--- src/hdl/game_macros.svh ---
`ifndef GAME_MACROS_SVH
`define GAME_MACROS_SVH

// visible playfield in pixels.
`define GAME_SCREEN_W       64
`define GAME_SCREEN_H       48

// both sprites are squares of this edge length.
`define GAME_SPRITE_SIZE    4

// clock cycles between two sprite steps.
`define GAME_FRAME_CYCLES   4

// clock cycles the end state is held before a new round.
`define GAME_END_CYCLES     32

// start position of the target.
`define GAME_TARGET_X0      8
`define GAME_TARGET_Y0      8

// start position of the torpedo, near the bottom edge.
`define GAME_TORPEDO_X0     32
`define GAME_TORPEDO_Y0     44

`endif

--- src/hdl/game_pkg.sv ---
package game_pkg;

    // round sequencing states.
    typedef enum logic [1:0]
    {
        GAME_START = 2'd0,
        GAME_AIM   = 2'd1,
        GAME_SHOOT = 2'd2,
        GAME_END   = 2'd3
    } game_state_e;

    // unsigned screen position, negative values wrap and land off screen.
    typedef struct packed
    {
        logic [7:0] x;
        logic [7:0] y;
    } sprite_pos_t;

    // signed step per frame tick.
    typedef struct packed
    {
        logic signed [3:0] dx;
        logic signed [3:0] dy;
    } sprite_vel_t;

    typedef struct packed
    {
        logic write_xy;
        logic write_dxy;
        logic enable_update;
    } sprite_ctrl_t;

    typedef struct packed
    {
        logic won;
        logic over;
    } game_status_t;

endpackage

--- src/hdl/game_master_fsm.sv ---
`timescale 1ns/10ps

module game_master_fsm
(
    input  logic                   clk,
    input  logic                   reset,

    input  logic                   key,

    input  logic                   target_within_screen,
    input  logic                   torpedo_within_screen,
    input  logic                   collision,
    input  logic                   timer_running,

    output game_pkg::sprite_ctrl_t target_ctrl,
    output game_pkg::sprite_ctrl_t torpedo_ctrl,
    output logic                   timer_start,
    output logic                   won
);

    game_pkg::game_state_e state;
    game_pkg::game_state_e next_state;

    logic end_of_game;

    // a round ends when either sprite is gone or they meet.
    assign end_of_game = ~target_within_screen
                       | ~torpedo_within_screen
                       | collision;

    always_comb
    begin
        next_state = state;

        case (state)
            game_pkg::GAME_START:
            begin
                next_state = game_pkg::GAME_AIM;
            end
            game_pkg::GAME_AIM:
            begin
                if (key)
                    next_state = game_pkg::GAME_SHOOT;
                else if (end_of_game)
                    next_state = game_pkg::GAME_END;
            end
            game_pkg::GAME_SHOOT:
            begin
                if (end_of_game)
                    next_state = game_pkg::GAME_END;
            end
            default:
            begin
                // the timer only runs from the cycle after its start pulse.
                if (!timer_running && !timer_start)
                    next_state = game_pkg::GAME_START;
            end
        endcase
    end

    always_ff @(posedge clk or posedge reset)
    begin
        if (reset)
            state <= game_pkg::GAME_START;
        else
            state <= next_state;
    end

    // outputs follow the next state so they line up with the state register.
    always_ff @(posedge clk or posedge reset)
    begin
        if (reset)
        begin
            target_ctrl  <= '0;
            torpedo_ctrl <= '0;
            timer_start  <= 1'b0;
            won          <= 1'b0;
        end
        else
        begin
            target_ctrl  <= '0;
            torpedo_ctrl <= '0;

            // the timer starts on the way into the end state only.
            timer_start  <= (next_state == game_pkg::GAME_END)
                         && (state != game_pkg::GAME_END);

            // a hit counts once the torpedo is flying, or while ending.
            if ((state == game_pkg::GAME_SHOOT || state == game_pkg::GAME_END) && collision)
                won <= 1'b1;

            case (next_state)
                game_pkg::GAME_START:
                begin
                    target_ctrl.write_xy  <= 1'b1;
                    target_ctrl.write_dxy <= 1'b1;
                    torpedo_ctrl.write_xy <= 1'b1;
                    won                   <= 1'b0;
                end
                game_pkg::GAME_AIM:
                begin
                    target_ctrl.enable_update <= 1'b1;
                end
                game_pkg::GAME_SHOOT:
                begin
                    torpedo_ctrl.write_dxy     <= 1'b1;
                    target_ctrl.enable_update  <= 1'b1;
                    torpedo_ctrl.enable_update <= 1'b1;
                end
                default:
                begin
                end
            endcase
        end
    end

endmodule

--- src/hdl/game_timebase.sv ---
`timescale 1ns/10ps

`include "game_macros.svh"

module game_timebase
(
    input  logic clk,
    input  logic reset,

    input  logic timer_start,

    output logic frame_tick,
    output logic timer_running
);

    localparam int FRAME_W = $clog2(`GAME_FRAME_CYCLES);
    localparam int END_W   = $clog2(`GAME_END_CYCLES + 1);

    logic [FRAME_W-1:0] frame_cnt;
    logic [END_W-1:0]   end_cnt;

    // free running, wraps after the last cycle of a frame.
    always_ff @(posedge clk or posedge reset)
    begin
        if (reset)
            frame_cnt <= '0;
        else if (frame_tick)
            frame_cnt <= '0;
        else
            frame_cnt <= frame_cnt + 1'b1;
    end

    assign frame_tick = (frame_cnt == FRAME_W'(`GAME_FRAME_CYCLES - 1));

    always_ff @(posedge clk or posedge reset)
    begin
        if (reset)
            end_cnt <= '0;
        else if (timer_start)
            end_cnt <= END_W'(`GAME_END_CYCLES);
        else if (end_cnt != '0)
            end_cnt <= end_cnt - 1'b1;
    end

    assign timer_running = (end_cnt != '0);

endmodule

--- src/hdl/game_top.sv ---
`timescale 1ns/10ps

`include "game_macros.svh"

module game_top
(
    input  logic                  clk,
    input  logic                  reset,

    input  logic                  key,
    input  game_pkg::sprite_vel_t target_vel,
    input  game_pkg::sprite_vel_t torpedo_vel,

    output game_pkg::sprite_pos_t target_pos,
    output game_pkg::sprite_pos_t torpedo_pos,
    output game_pkg::game_status_t status
);

    game_pkg::sprite_ctrl_t target_ctrl;
    game_pkg::sprite_ctrl_t torpedo_ctrl;

    logic target_within_screen;
    logic torpedo_within_screen;
    logic collision;
    logic timer_start;
    logic timer_running;
    logic frame_tick;
    logic won;

    game_master_fsm i_fsm
    (
        .clk                   (clk),
        .reset                 (reset),
        .key                   (key),
        .target_within_screen  (target_within_screen),
        .torpedo_within_screen (torpedo_within_screen),
        .collision             (collision),
        .timer_running         (timer_running),
        .target_ctrl           (target_ctrl),
        .torpedo_ctrl          (torpedo_ctrl),
        .timer_start           (timer_start),
        .won                   (won)
    );

    sprite_motion
    #(
        .START_X (8'(`GAME_TARGET_X0)),
        .START_Y (8'(`GAME_TARGET_Y0))
    )
    i_target
    (
        .clk           (clk),
        .reset         (reset),
        .ctrl          (target_ctrl),
        .vel_in        (target_vel),
        .frame_tick    (frame_tick),
        .pos           (target_pos),
        .within_screen (target_within_screen)
    );

    sprite_motion
    #(
        .START_X (8'(`GAME_TORPEDO_X0)),
        .START_Y (8'(`GAME_TORPEDO_Y0))
    )
    i_torpedo
    (
        .clk           (clk),
        .reset         (reset),
        .ctrl          (torpedo_ctrl),
        .vel_in        (torpedo_vel),
        .frame_tick    (frame_tick),
        .pos           (torpedo_pos),
        .within_screen (torpedo_within_screen)
    );

    sprite_collision i_collision
    (
        .target_pos  (target_pos),
        .torpedo_pos (torpedo_pos),
        .collision   (collision)
    );

    game_timebase i_timebase
    (
        .clk           (clk),
        .reset         (reset),
        .timer_start   (timer_start),
        .frame_tick    (frame_tick),
        .timer_running (timer_running)
    );

    assign status.won  = won;
    assign status.over = timer_running;

endmodule

--- src/hdl/sprite_collision.sv ---
`timescale 1ns/10ps

`include "game_macros.svh"

module sprite_collision
(
    input  game_pkg::sprite_pos_t target_pos,
    input  game_pkg::sprite_pos_t torpedo_pos,

    output logic                  collision
);

    // one axis overlaps when each start lies before the other's end.
    function automatic logic axis_overlap(input logic [7:0] a, input logic [7:0] b);
        logic [8:0] a_end;
        logic [8:0] b_end;
        a_end = {1'b0, a} + 9'(`GAME_SPRITE_SIZE);
        b_end = {1'b0, b} + 9'(`GAME_SPRITE_SIZE);
        return ({1'b0, a} < b_end) && ({1'b0, b} < a_end);
    endfunction

    logic x_overlap;
    logic y_overlap;

    assign x_overlap = axis_overlap(target_pos.x, torpedo_pos.x);
    assign y_overlap = axis_overlap(target_pos.y, torpedo_pos.y);

    assign collision = x_overlap && y_overlap;

endmodule

--- src/hdl/sprite_motion.sv ---
`timescale 1ns/10ps

`include "game_macros.svh"

module sprite_motion
#(
    parameter logic [7:0] START_X = 8'd0,
    parameter logic [7:0] START_Y = 8'd0
)
(
    input  logic                   clk,
    input  logic                   reset,

    input  game_pkg::sprite_ctrl_t ctrl,
    input  game_pkg::sprite_vel_t  vel_in,
    input  logic                   frame_tick,

    output game_pkg::sprite_pos_t  pos,
    output logic                   within_screen
);

    game_pkg::sprite_vel_t vel;

    logic [7:0] step_x;
    logic [7:0] step_y;

    // sign extend the velocity so the add wraps modulo 256.
    assign step_x = {{4{vel.dx[3]}}, vel.dx};
    assign step_y = {{4{vel.dy[3]}}, vel.dy};

    always_ff @(posedge clk or posedge reset)
    begin
        if (reset)
        begin
            pos.x <= START_X;
            pos.y <= START_Y;
        end
        else if (ctrl.write_xy)
        begin
            pos.x <= START_X;
            pos.y <= START_Y;
        end
        else if (ctrl.enable_update && frame_tick)
        begin
            pos.x <= pos.x + step_x;
            pos.y <= pos.y + step_y;
        end
    end

    always_ff @(posedge clk or posedge reset)
    begin
        if (reset)
            vel <= '0;
        else if (ctrl.write_dxy)
            vel <= vel_in;
    end

    // a wrapped negative coordinate is large and fails these tests.
    assign within_screen = (pos.x < 8'(`GAME_SCREEN_W))
                        && (pos.y < 8'(`GAME_SCREEN_H));

endmodule

--- config.mk ---
export PLATFORM = sky130hd
export DESIGN_NAME = game_top
export DESIGN_NICKNAME = d
export VERILOG_FILES = /design/src/hdl/game_pkg.sv /design/src/hdl/game_master_fsm.sv /design/src/hdl/game_timebase.sv /design/src/hdl/game_top.sv /design/src/hdl/sprite_collision.sv /design/src/hdl/sprite_motion.sv
export VERILOG_INCLUDE_DIRS = /design/src /design/src/hdl
export SDC_FILE = /design/constraint.sdc
export NUM_CORES = 1
export LEC_CHECK = 0
export BUFFER_PORTS_ARGS = -buffer_cell sky130_fd_sc_hd__buf_2
export CORE_ASPECT_RATIO = 2
export CORE_MARGIN = 2
export CORE_UTILIZATION = 50
export DETAILED_ROUTE_END_ITERATION = 10
export PLACE_DENSITY = 0.8
export SYNTH_ARGS = -nofsm -noshare
export SYNTH_HDL_FRONTEND = slang
export SYNTH_SLANG_ARGS = --single-unit
--- constraint.sdc ---
create_clock -name clk -period 8.1 [get_ports clk]
set_clock_uncertainty 0.1 [all_clocks]
set_input_delay 1.215 -clock clk [delete_from_list [all_inputs] [get_ports clk]]
set_output_delay 1.215 -clock clk [all_outputs]
set_load 0.01 [all_outputs]
; Word level (Yosys, flattened, before mapping)
; Index checks and enable logic that the tools add are counted.
[word_totals]
word_cells = 87
inputBits = 19
out_inout_bits = 34
reg_bits = 66
[op_classes]
eq_ne = 8
n_addsub = 10
order_cmp = 8
bitwise = 4
n_reduce_logical = 21
mux = 17
[ops]
columns = operator, count
row1 = 2-to-1 mux 16 bit, 4
row2 = adder 8 x 3 -> 9 bit (second input constant), 4
row3 = < comparator 8 x 9 -> 1 bit, 4
row4 = adder 8 bit, 4
row5 = < comparator 8 x 6 -> 1 bit (second input constant), 2
row6 = < comparator 8 x 7 -> 1 bit (second input constant), 2
row7 = 2-to-1 mux 2 bit, 6
row8 = 2-to-1 mux 6 bit, 2
row9 = == test 2 bit (second input constant), 5
row10 = logical AND 1 bit, 10
row11 = nonzero test 2 bit, 4
row12 = one-hot mux 2 bit (3 select lines), 1
row13 = nonzero test 6 bit, 1
row14 = subtractor 6 x 1 -> 6 bit (second input constant), 1
row15 = == test 2 x 1 -> 1 bit (second input constant), 2
row16 = zero test 2 bit, 2
row17 = 2-to-1 mux 1 bit, 4
row18 = adder 2 x 1 -> 2 bit (second input constant), 1
row19 = zero test 1 bit, 2
row20 = != test 2 bit (second input constant), 1
row21 = inverter 1 bit, 2
row22 = bitwise OR 1 bit, 2
row23 = OR reduction 2 bit, 1
row24 = logical OR 1 bit, 1

; Logic depth before layout (Yosys ltp)
[depth]
depth_word = 11
depth_mapped = 14

; By module
; A second synthesis with hierarchy kept.
[unflattened]
cells_unflattened = 500
area_unflattened_um2 = 4769.6
[by_module_without_submodules]
columns = mod, n_inst, cells_per_inst, area_per_inst_um2
row1 = sprite_motion (i_torpedo), 1, 154, 1522.7
row2 = sprite_motion (i_target), 1, 153, 1517.7
row3 = sprite_collision, 1, 124, 943.4
row4 = game_timebase, 1, 38, 416.6
row5 = game_master_fsm, 1, 29, 354.1
row6 = game_top, 1, 2, 15.0

; Worst setup path after synthesis
; No wires, ideal clock.
[synth_path]
path_kind = reg-to-reg
startpoint = register i_torpedo.pos[3] (netlist name)
endpoint = register i_fsm.won
path_stages_with_launch = 15
synth_period_minus_slack_ps = 3246
arrival_time_ps = 3017
n_path_buf = 0
slack_ps = 4854
cell_sequence = dfstp_2 -> ha_1 -> nand3_1 -> xor2_1 -> ha_1 -> a21oi_1 -> o22a_1 -> o221ai_2 -> or4b_4 -> o211ai_2 -> o21ai_0 -> ha_1 -> inv_1 -> o31ai_2 -> mux2i_1
[synth_via]
elab_chain_len = 10
word_cells_on_any_way = 17
classes_between = add/sub: 1 / order compare: 3 / mux: 4 / bitwise: 3 / reduce/logical: 6
[synth_lines]
columns = element, line_no
row1 = start: declaration, sprite_motion.sv:18  ; output game_pkg::sprite_pos_t pos,
row2 = adder 8 x 3 -> 9 bit / < comparator 8 x 6 -> 1 bit (equally long branches), "sprite_collision.sv:18, sprite_motion.sv:60"
row3 = < comparator 8 x 9 -> 1 bit / logical AND 1 bit (equally long branches), "sprite_collision.sv:19, sprite_motion.sv:59"
row4 = logical AND 1 bit / inverter 1 bit (equally long branches), "sprite_collision.sv:19, game_master_fsm.sv:28"
row5 = logical AND 1 bit / bitwise OR 1 bit (equally long branches), "sprite_collision.sv:28, game_master_fsm.sv:28"
row6 = bitwise OR 1 bit, game_master_fsm.sv:29  ; | collision;
row7 = 2-to-1 mux 2 bit, "game_master_fsm.sv:44, game_master_fsm.sv:49"
row8 = 2-to-1 mux 2 bit, game_master_fsm.sv:42  ; if (key)
row9 = one-hot mux 2 bit (3 select lines), game_master_fsm.sv:35  ; case (state)
row10 = zero test 2 bit, game_master_fsm.sv:92  ; case (next_state)
row11 = 2-to-1 mux 1 bit / nonzero test 2 bit (equally long branches), n/a
row12 = end signal: assignment, game_master_fsm.sv:77  ; won <= 1'b0;
row13 = end signal: assignment, game_master_fsm.sv:90  ; won <= 1'b1;
row14 = end signal: assignment, game_master_fsm.sv:98  ; won <= 1'b0;
row15 = end: declaration, game_master_fsm.sv:18  ; output logic won
; Parallel ways exist; a longest one is shown, timed or not.
; A chain may end at the register's enable or synchronous reset.

; Worst setup path in the final report
[layout_path]
startpoint = register i_target.pos[3] (netlist name)
endpoint = register i_fsm.won
[layout_via]
elab_chain_len = 10
word_cells_on_any_way = 17
classes_between = add/sub: 1 / order compare: 3 / mux: 4 / bitwise: 3 / reduce/logical: 6
[layout_lines]
columns = element, line_no
row1 = start: declaration, sprite_motion.sv:18
row2 = adder 8 x 3 -> 9 bit / < comparator 8 x 6 -> 1 bit (equally long branches), "sprite_collision.sv:17, sprite_motion.sv:60"
row3 = < comparator 8 x 9 -> 1 bit / logical AND 1 bit (equally long branches), "sprite_collision.sv:19, sprite_motion.sv:59"
row4 = logical AND 1 bit / inverter 1 bit (equally long branches), "sprite_collision.sv:19, game_master_fsm.sv:27"
row5 = logical AND 1 bit / bitwise OR 1 bit (equally long branches), "sprite_collision.sv:28, game_master_fsm.sv:28"
row6 = bitwise OR 1 bit, game_master_fsm.sv:29
row7 = 2-to-1 mux 2 bit, "game_master_fsm.sv:44, game_master_fsm.sv:49"
row8 = 2-to-1 mux 2 bit, game_master_fsm.sv:42
row9 = one-hot mux 2 bit (3 select lines), game_master_fsm.sv:35
row10 = zero test 2 bit, game_master_fsm.sv:92
row11 = 2-to-1 mux 1 bit / nonzero test 2 bit (equally long branches), n/a
; Parallel ways exist; a longest one is shown, timed or not.

==> metrics.cfg <==
[finish]
final_nets=618
num_antenna_cells=0
drive_above_1_share_pct=19.22
area_delta_synth_final_pct=13.58
post-route-util_pct=57.92
final_common_cell=ha_1
final_cell_mix=64 x ha_1, 57 x dfrtp_1, 53 x a21oi_1, 52 x nand2_1, 52 x buf_2
final_area_um2=5149

[synth]
synthCells=479
yosysWarnings=0
synth_area_um2=4533
synth_cell_types=51
synthAdderAreaFrac_pct=19.43
syn-num-nets=566
ys_seq_area_share_pct=34.94
synth_area_leaders=dfrtp_1 31%, ha_1 18%, a21oi_1 5.9%
synthXorXnorAreaFrac_pct=7.535
synth_area_per_cell_um2=9.464
synth_top_area_share_pct=31.47
synth_edf_count=0
ys_ff_latch=63
synthArstFlopShare_pct=100.0
ys.flop_type=dfrtp_1
synthSimpleGateAreaFrac_pct=14.71
yosysTopAreaCell=dfrtp_1
synth_compound_area_share_pct=15.71
synth_top_family_by_area=adder cells
muxShareOfSynthArea_pct=4.444

[clocking]
cts_buffers=9
clockRootBuffer=clkbuf_16
cts_resized=0
clockBufferDepth=2
post_cts_buffers=0
cts_hold_buf=0
cts_tree=done
h-tree-depth=3
clk_pin_slew_worst_paths_ns=0.05
cts.sink_count=63
clock_latency_ns=0.34

[critical_path]
cp_slowest_stage_delay_ns=0.60
critPathSlowestCell=dfstp_2
cp_max_fo=7
cp-end-kind=flop
path_cells=ha_1 -> nand3_1 -> xor2_1 -> ha_1 -> a21oi_1 -> o22a_1 -> o221ai_2 -> or4b_4 -> o211ai_2 -> o21ai_0 -> ha_1 -> inv_1 -> o31ai_2 -> mux2i_1
cp_common_cell=ha_1
arrival_ns=3.66
worstSetupPathType=flop to flop
critical_path_required_ns=8.22
cp-start-kind=flop

[grt]
grt_antenna_before_repair=0
grt-ovfl-total=0
grt_pass1_wl_mm=18.55
grt_max_degree=64
track_usage_pct=23.85
grt_pass1_vias=3960

[power_and_ir_drop]
p_comb_share_pct=56.0
power_density_nw_per_um2=463.2
ir_drop_mv=0.2844
p_clk_share_pct=14.7
p_seq_share_pct=29.3
leakage_nw=2.418
switching_share_pct=45.02
power_w=0.002385
intPower_w=0.001311
p_sw_w=0.001074

[timing]
period_share_pct=43.79
max_freq_mhz=282.0
slew_headroom_pct=45.51
fin_setup_tns_ns=0
finalHoldViolCount=0
finalSetupViolations=0
layout_min_cycle_time_ns=3.547
hold_ws_ns=0.3430
slew_violations=0
worst_slew_pin_slew_ns=0.8174
rsz0062_at_grt=no

[drt]
drc=0
vias=3771
drt-total-wl_mm=11.08
ant_nets=0
wl_per_cell_um=17.37
drt_iter0_drc=183
routed_via_density=5.911
firstDrtPassIters=4

[die]
pin_count=53
fp.dieW_um=71.33
row_count=49
core_area_um2=8890
start_util_pct=50.99
die_area_um2=9890
die_h_um=138.7

[place]
gp_congestion=0.9110
dp_hpwl_mm=8.210
portBuffers=52
placed_cell_area_um2=4880

[status]
status=completed

[worst_hold_path]
hold_path.class=flop to flop

[run]
max_cap_viol_count=0

==> final timing paths <==
check                      depth (start not counted)                       to  slack [ns]                     from
min in group asynchronous                          3          i_target.pos[6]        1.01                    reset
min reg2reg                                        1  i_timebase.frame_cnt[0]        0.34  i_timebase.frame_cnt[0]
min                                                1  i_timebase.frame_cnt[0]        0.34  i_timebase.frame_cnt[0]
max reg2reg                                       14                i_fsm.won        4.55          i_target.pos[3]
max                                               14                i_fsm.won        4.55          i_target.pos[3]
max in group asynchronous                          3         i_torpedo.pos[6]        6.35                    reset
==> power by group through the flow <==
stage          clock network [W]  logic (W)  registers (W)
2_1_floorplan                  0   0.000995       0.000654
6_report                0.000351    0.00134       0.000699
4_1_cts                 0.000358    0.00134       0.000699
3_3_place_gp                   0    0.00125       0.000693
3_5_place_dp                   0    0.00131       0.000703
5_1_grt                 0.000373    0.00151       0.000725
==> flip-flops by register name, summed over array words and instances, names as in the netlist <==
name,count
i_target.pos,16
i_timebase.end_cnt,6
i_fsm.target_ctrl,2
i_fsm.torpedo_ctrl,1
i_target.step_y,4
i_fsm.won,1
i_fsm.timer_start,1
i_fsm.state,2
i_torpedo.step_x,4
i_timebase.frame_cnt,2
i_torpedo.pos,16
i_target.step_x,4
i_torpedo.step_y,4
==> cell families after synthesis <==
group,after synthesis
simple gates,139
compound gates,115
flops,63
buf+inv,37
xor+xnor,39
mux,18
fa+ha+maj,68
==> cells in the mapped netlist, types with 2 or more instances <==
library cell and count:
ha_1 64, dfrtp_1 57, a21oi_1 53, nand2_1 52
nor2_1 28, inv_1 24, nand3_1 23, xnor2_1 22
o21ai_0 19, mux2_2 17, xor2_1 17, clkbuf_1 10
or3_1 9, nor3_1 7, dfstp_2 6, a211oi_1 5
a21o_1 5, o211ai_1 5, a211o_1 4, fa_1 4
nand4_1 4, o21bai_1 4, o31ai_1 4, and2_1 3
o41ai_1 3, and3_2 2, buf_4 2, o21a_1 2
o21ai_1 2
==> layout make-up <==
type / instances / area [um2]
Clock inverter: 4 / 22.52
Tap cell: 102 / 127.6
Clock buffer: 12 / 246.5
Inverter: 24 / 90.09
Multi-Input combinational cell: 379 / 2803
Sequential cell: 63 / 1584
Fill cell: 774 / 3741
Timing Repair Buffer: 54 / 275.3
==> through the flow <==
stage	setup slack (ns)	std cells
2_1_floorplan	4.854	479
3_3_place_gp	4.679	622
3_5_place_dp	4.565	622
4_1_cts	4.535	638
5_1_grt	4.341	638
6_report	4.553	638
==> critical path: cells and delay by family, from the launching register on <==
kind,cells,cell delay [ns]
xor gates and xnor gates,1,0.17
AOI/OAI and AO/OA,6,0.96
and+or+nand+nor,2,0.61
muxes,1,0.12
buffers and inverters,1,0.07
adders and majority gates,3,0.78
DFF,1,0.60
==> per-layer routing <==
metal	global-route usage, %	vias up	part of all wire, %
li1	-	1817	-
met1	23.97	1821	36
met2	43.96	99	56
met3	4.942	34	3.5
met4	12.91	0	4.3
met5	0	-	0
Note: power is estimated with default switching activity, not from simulation.
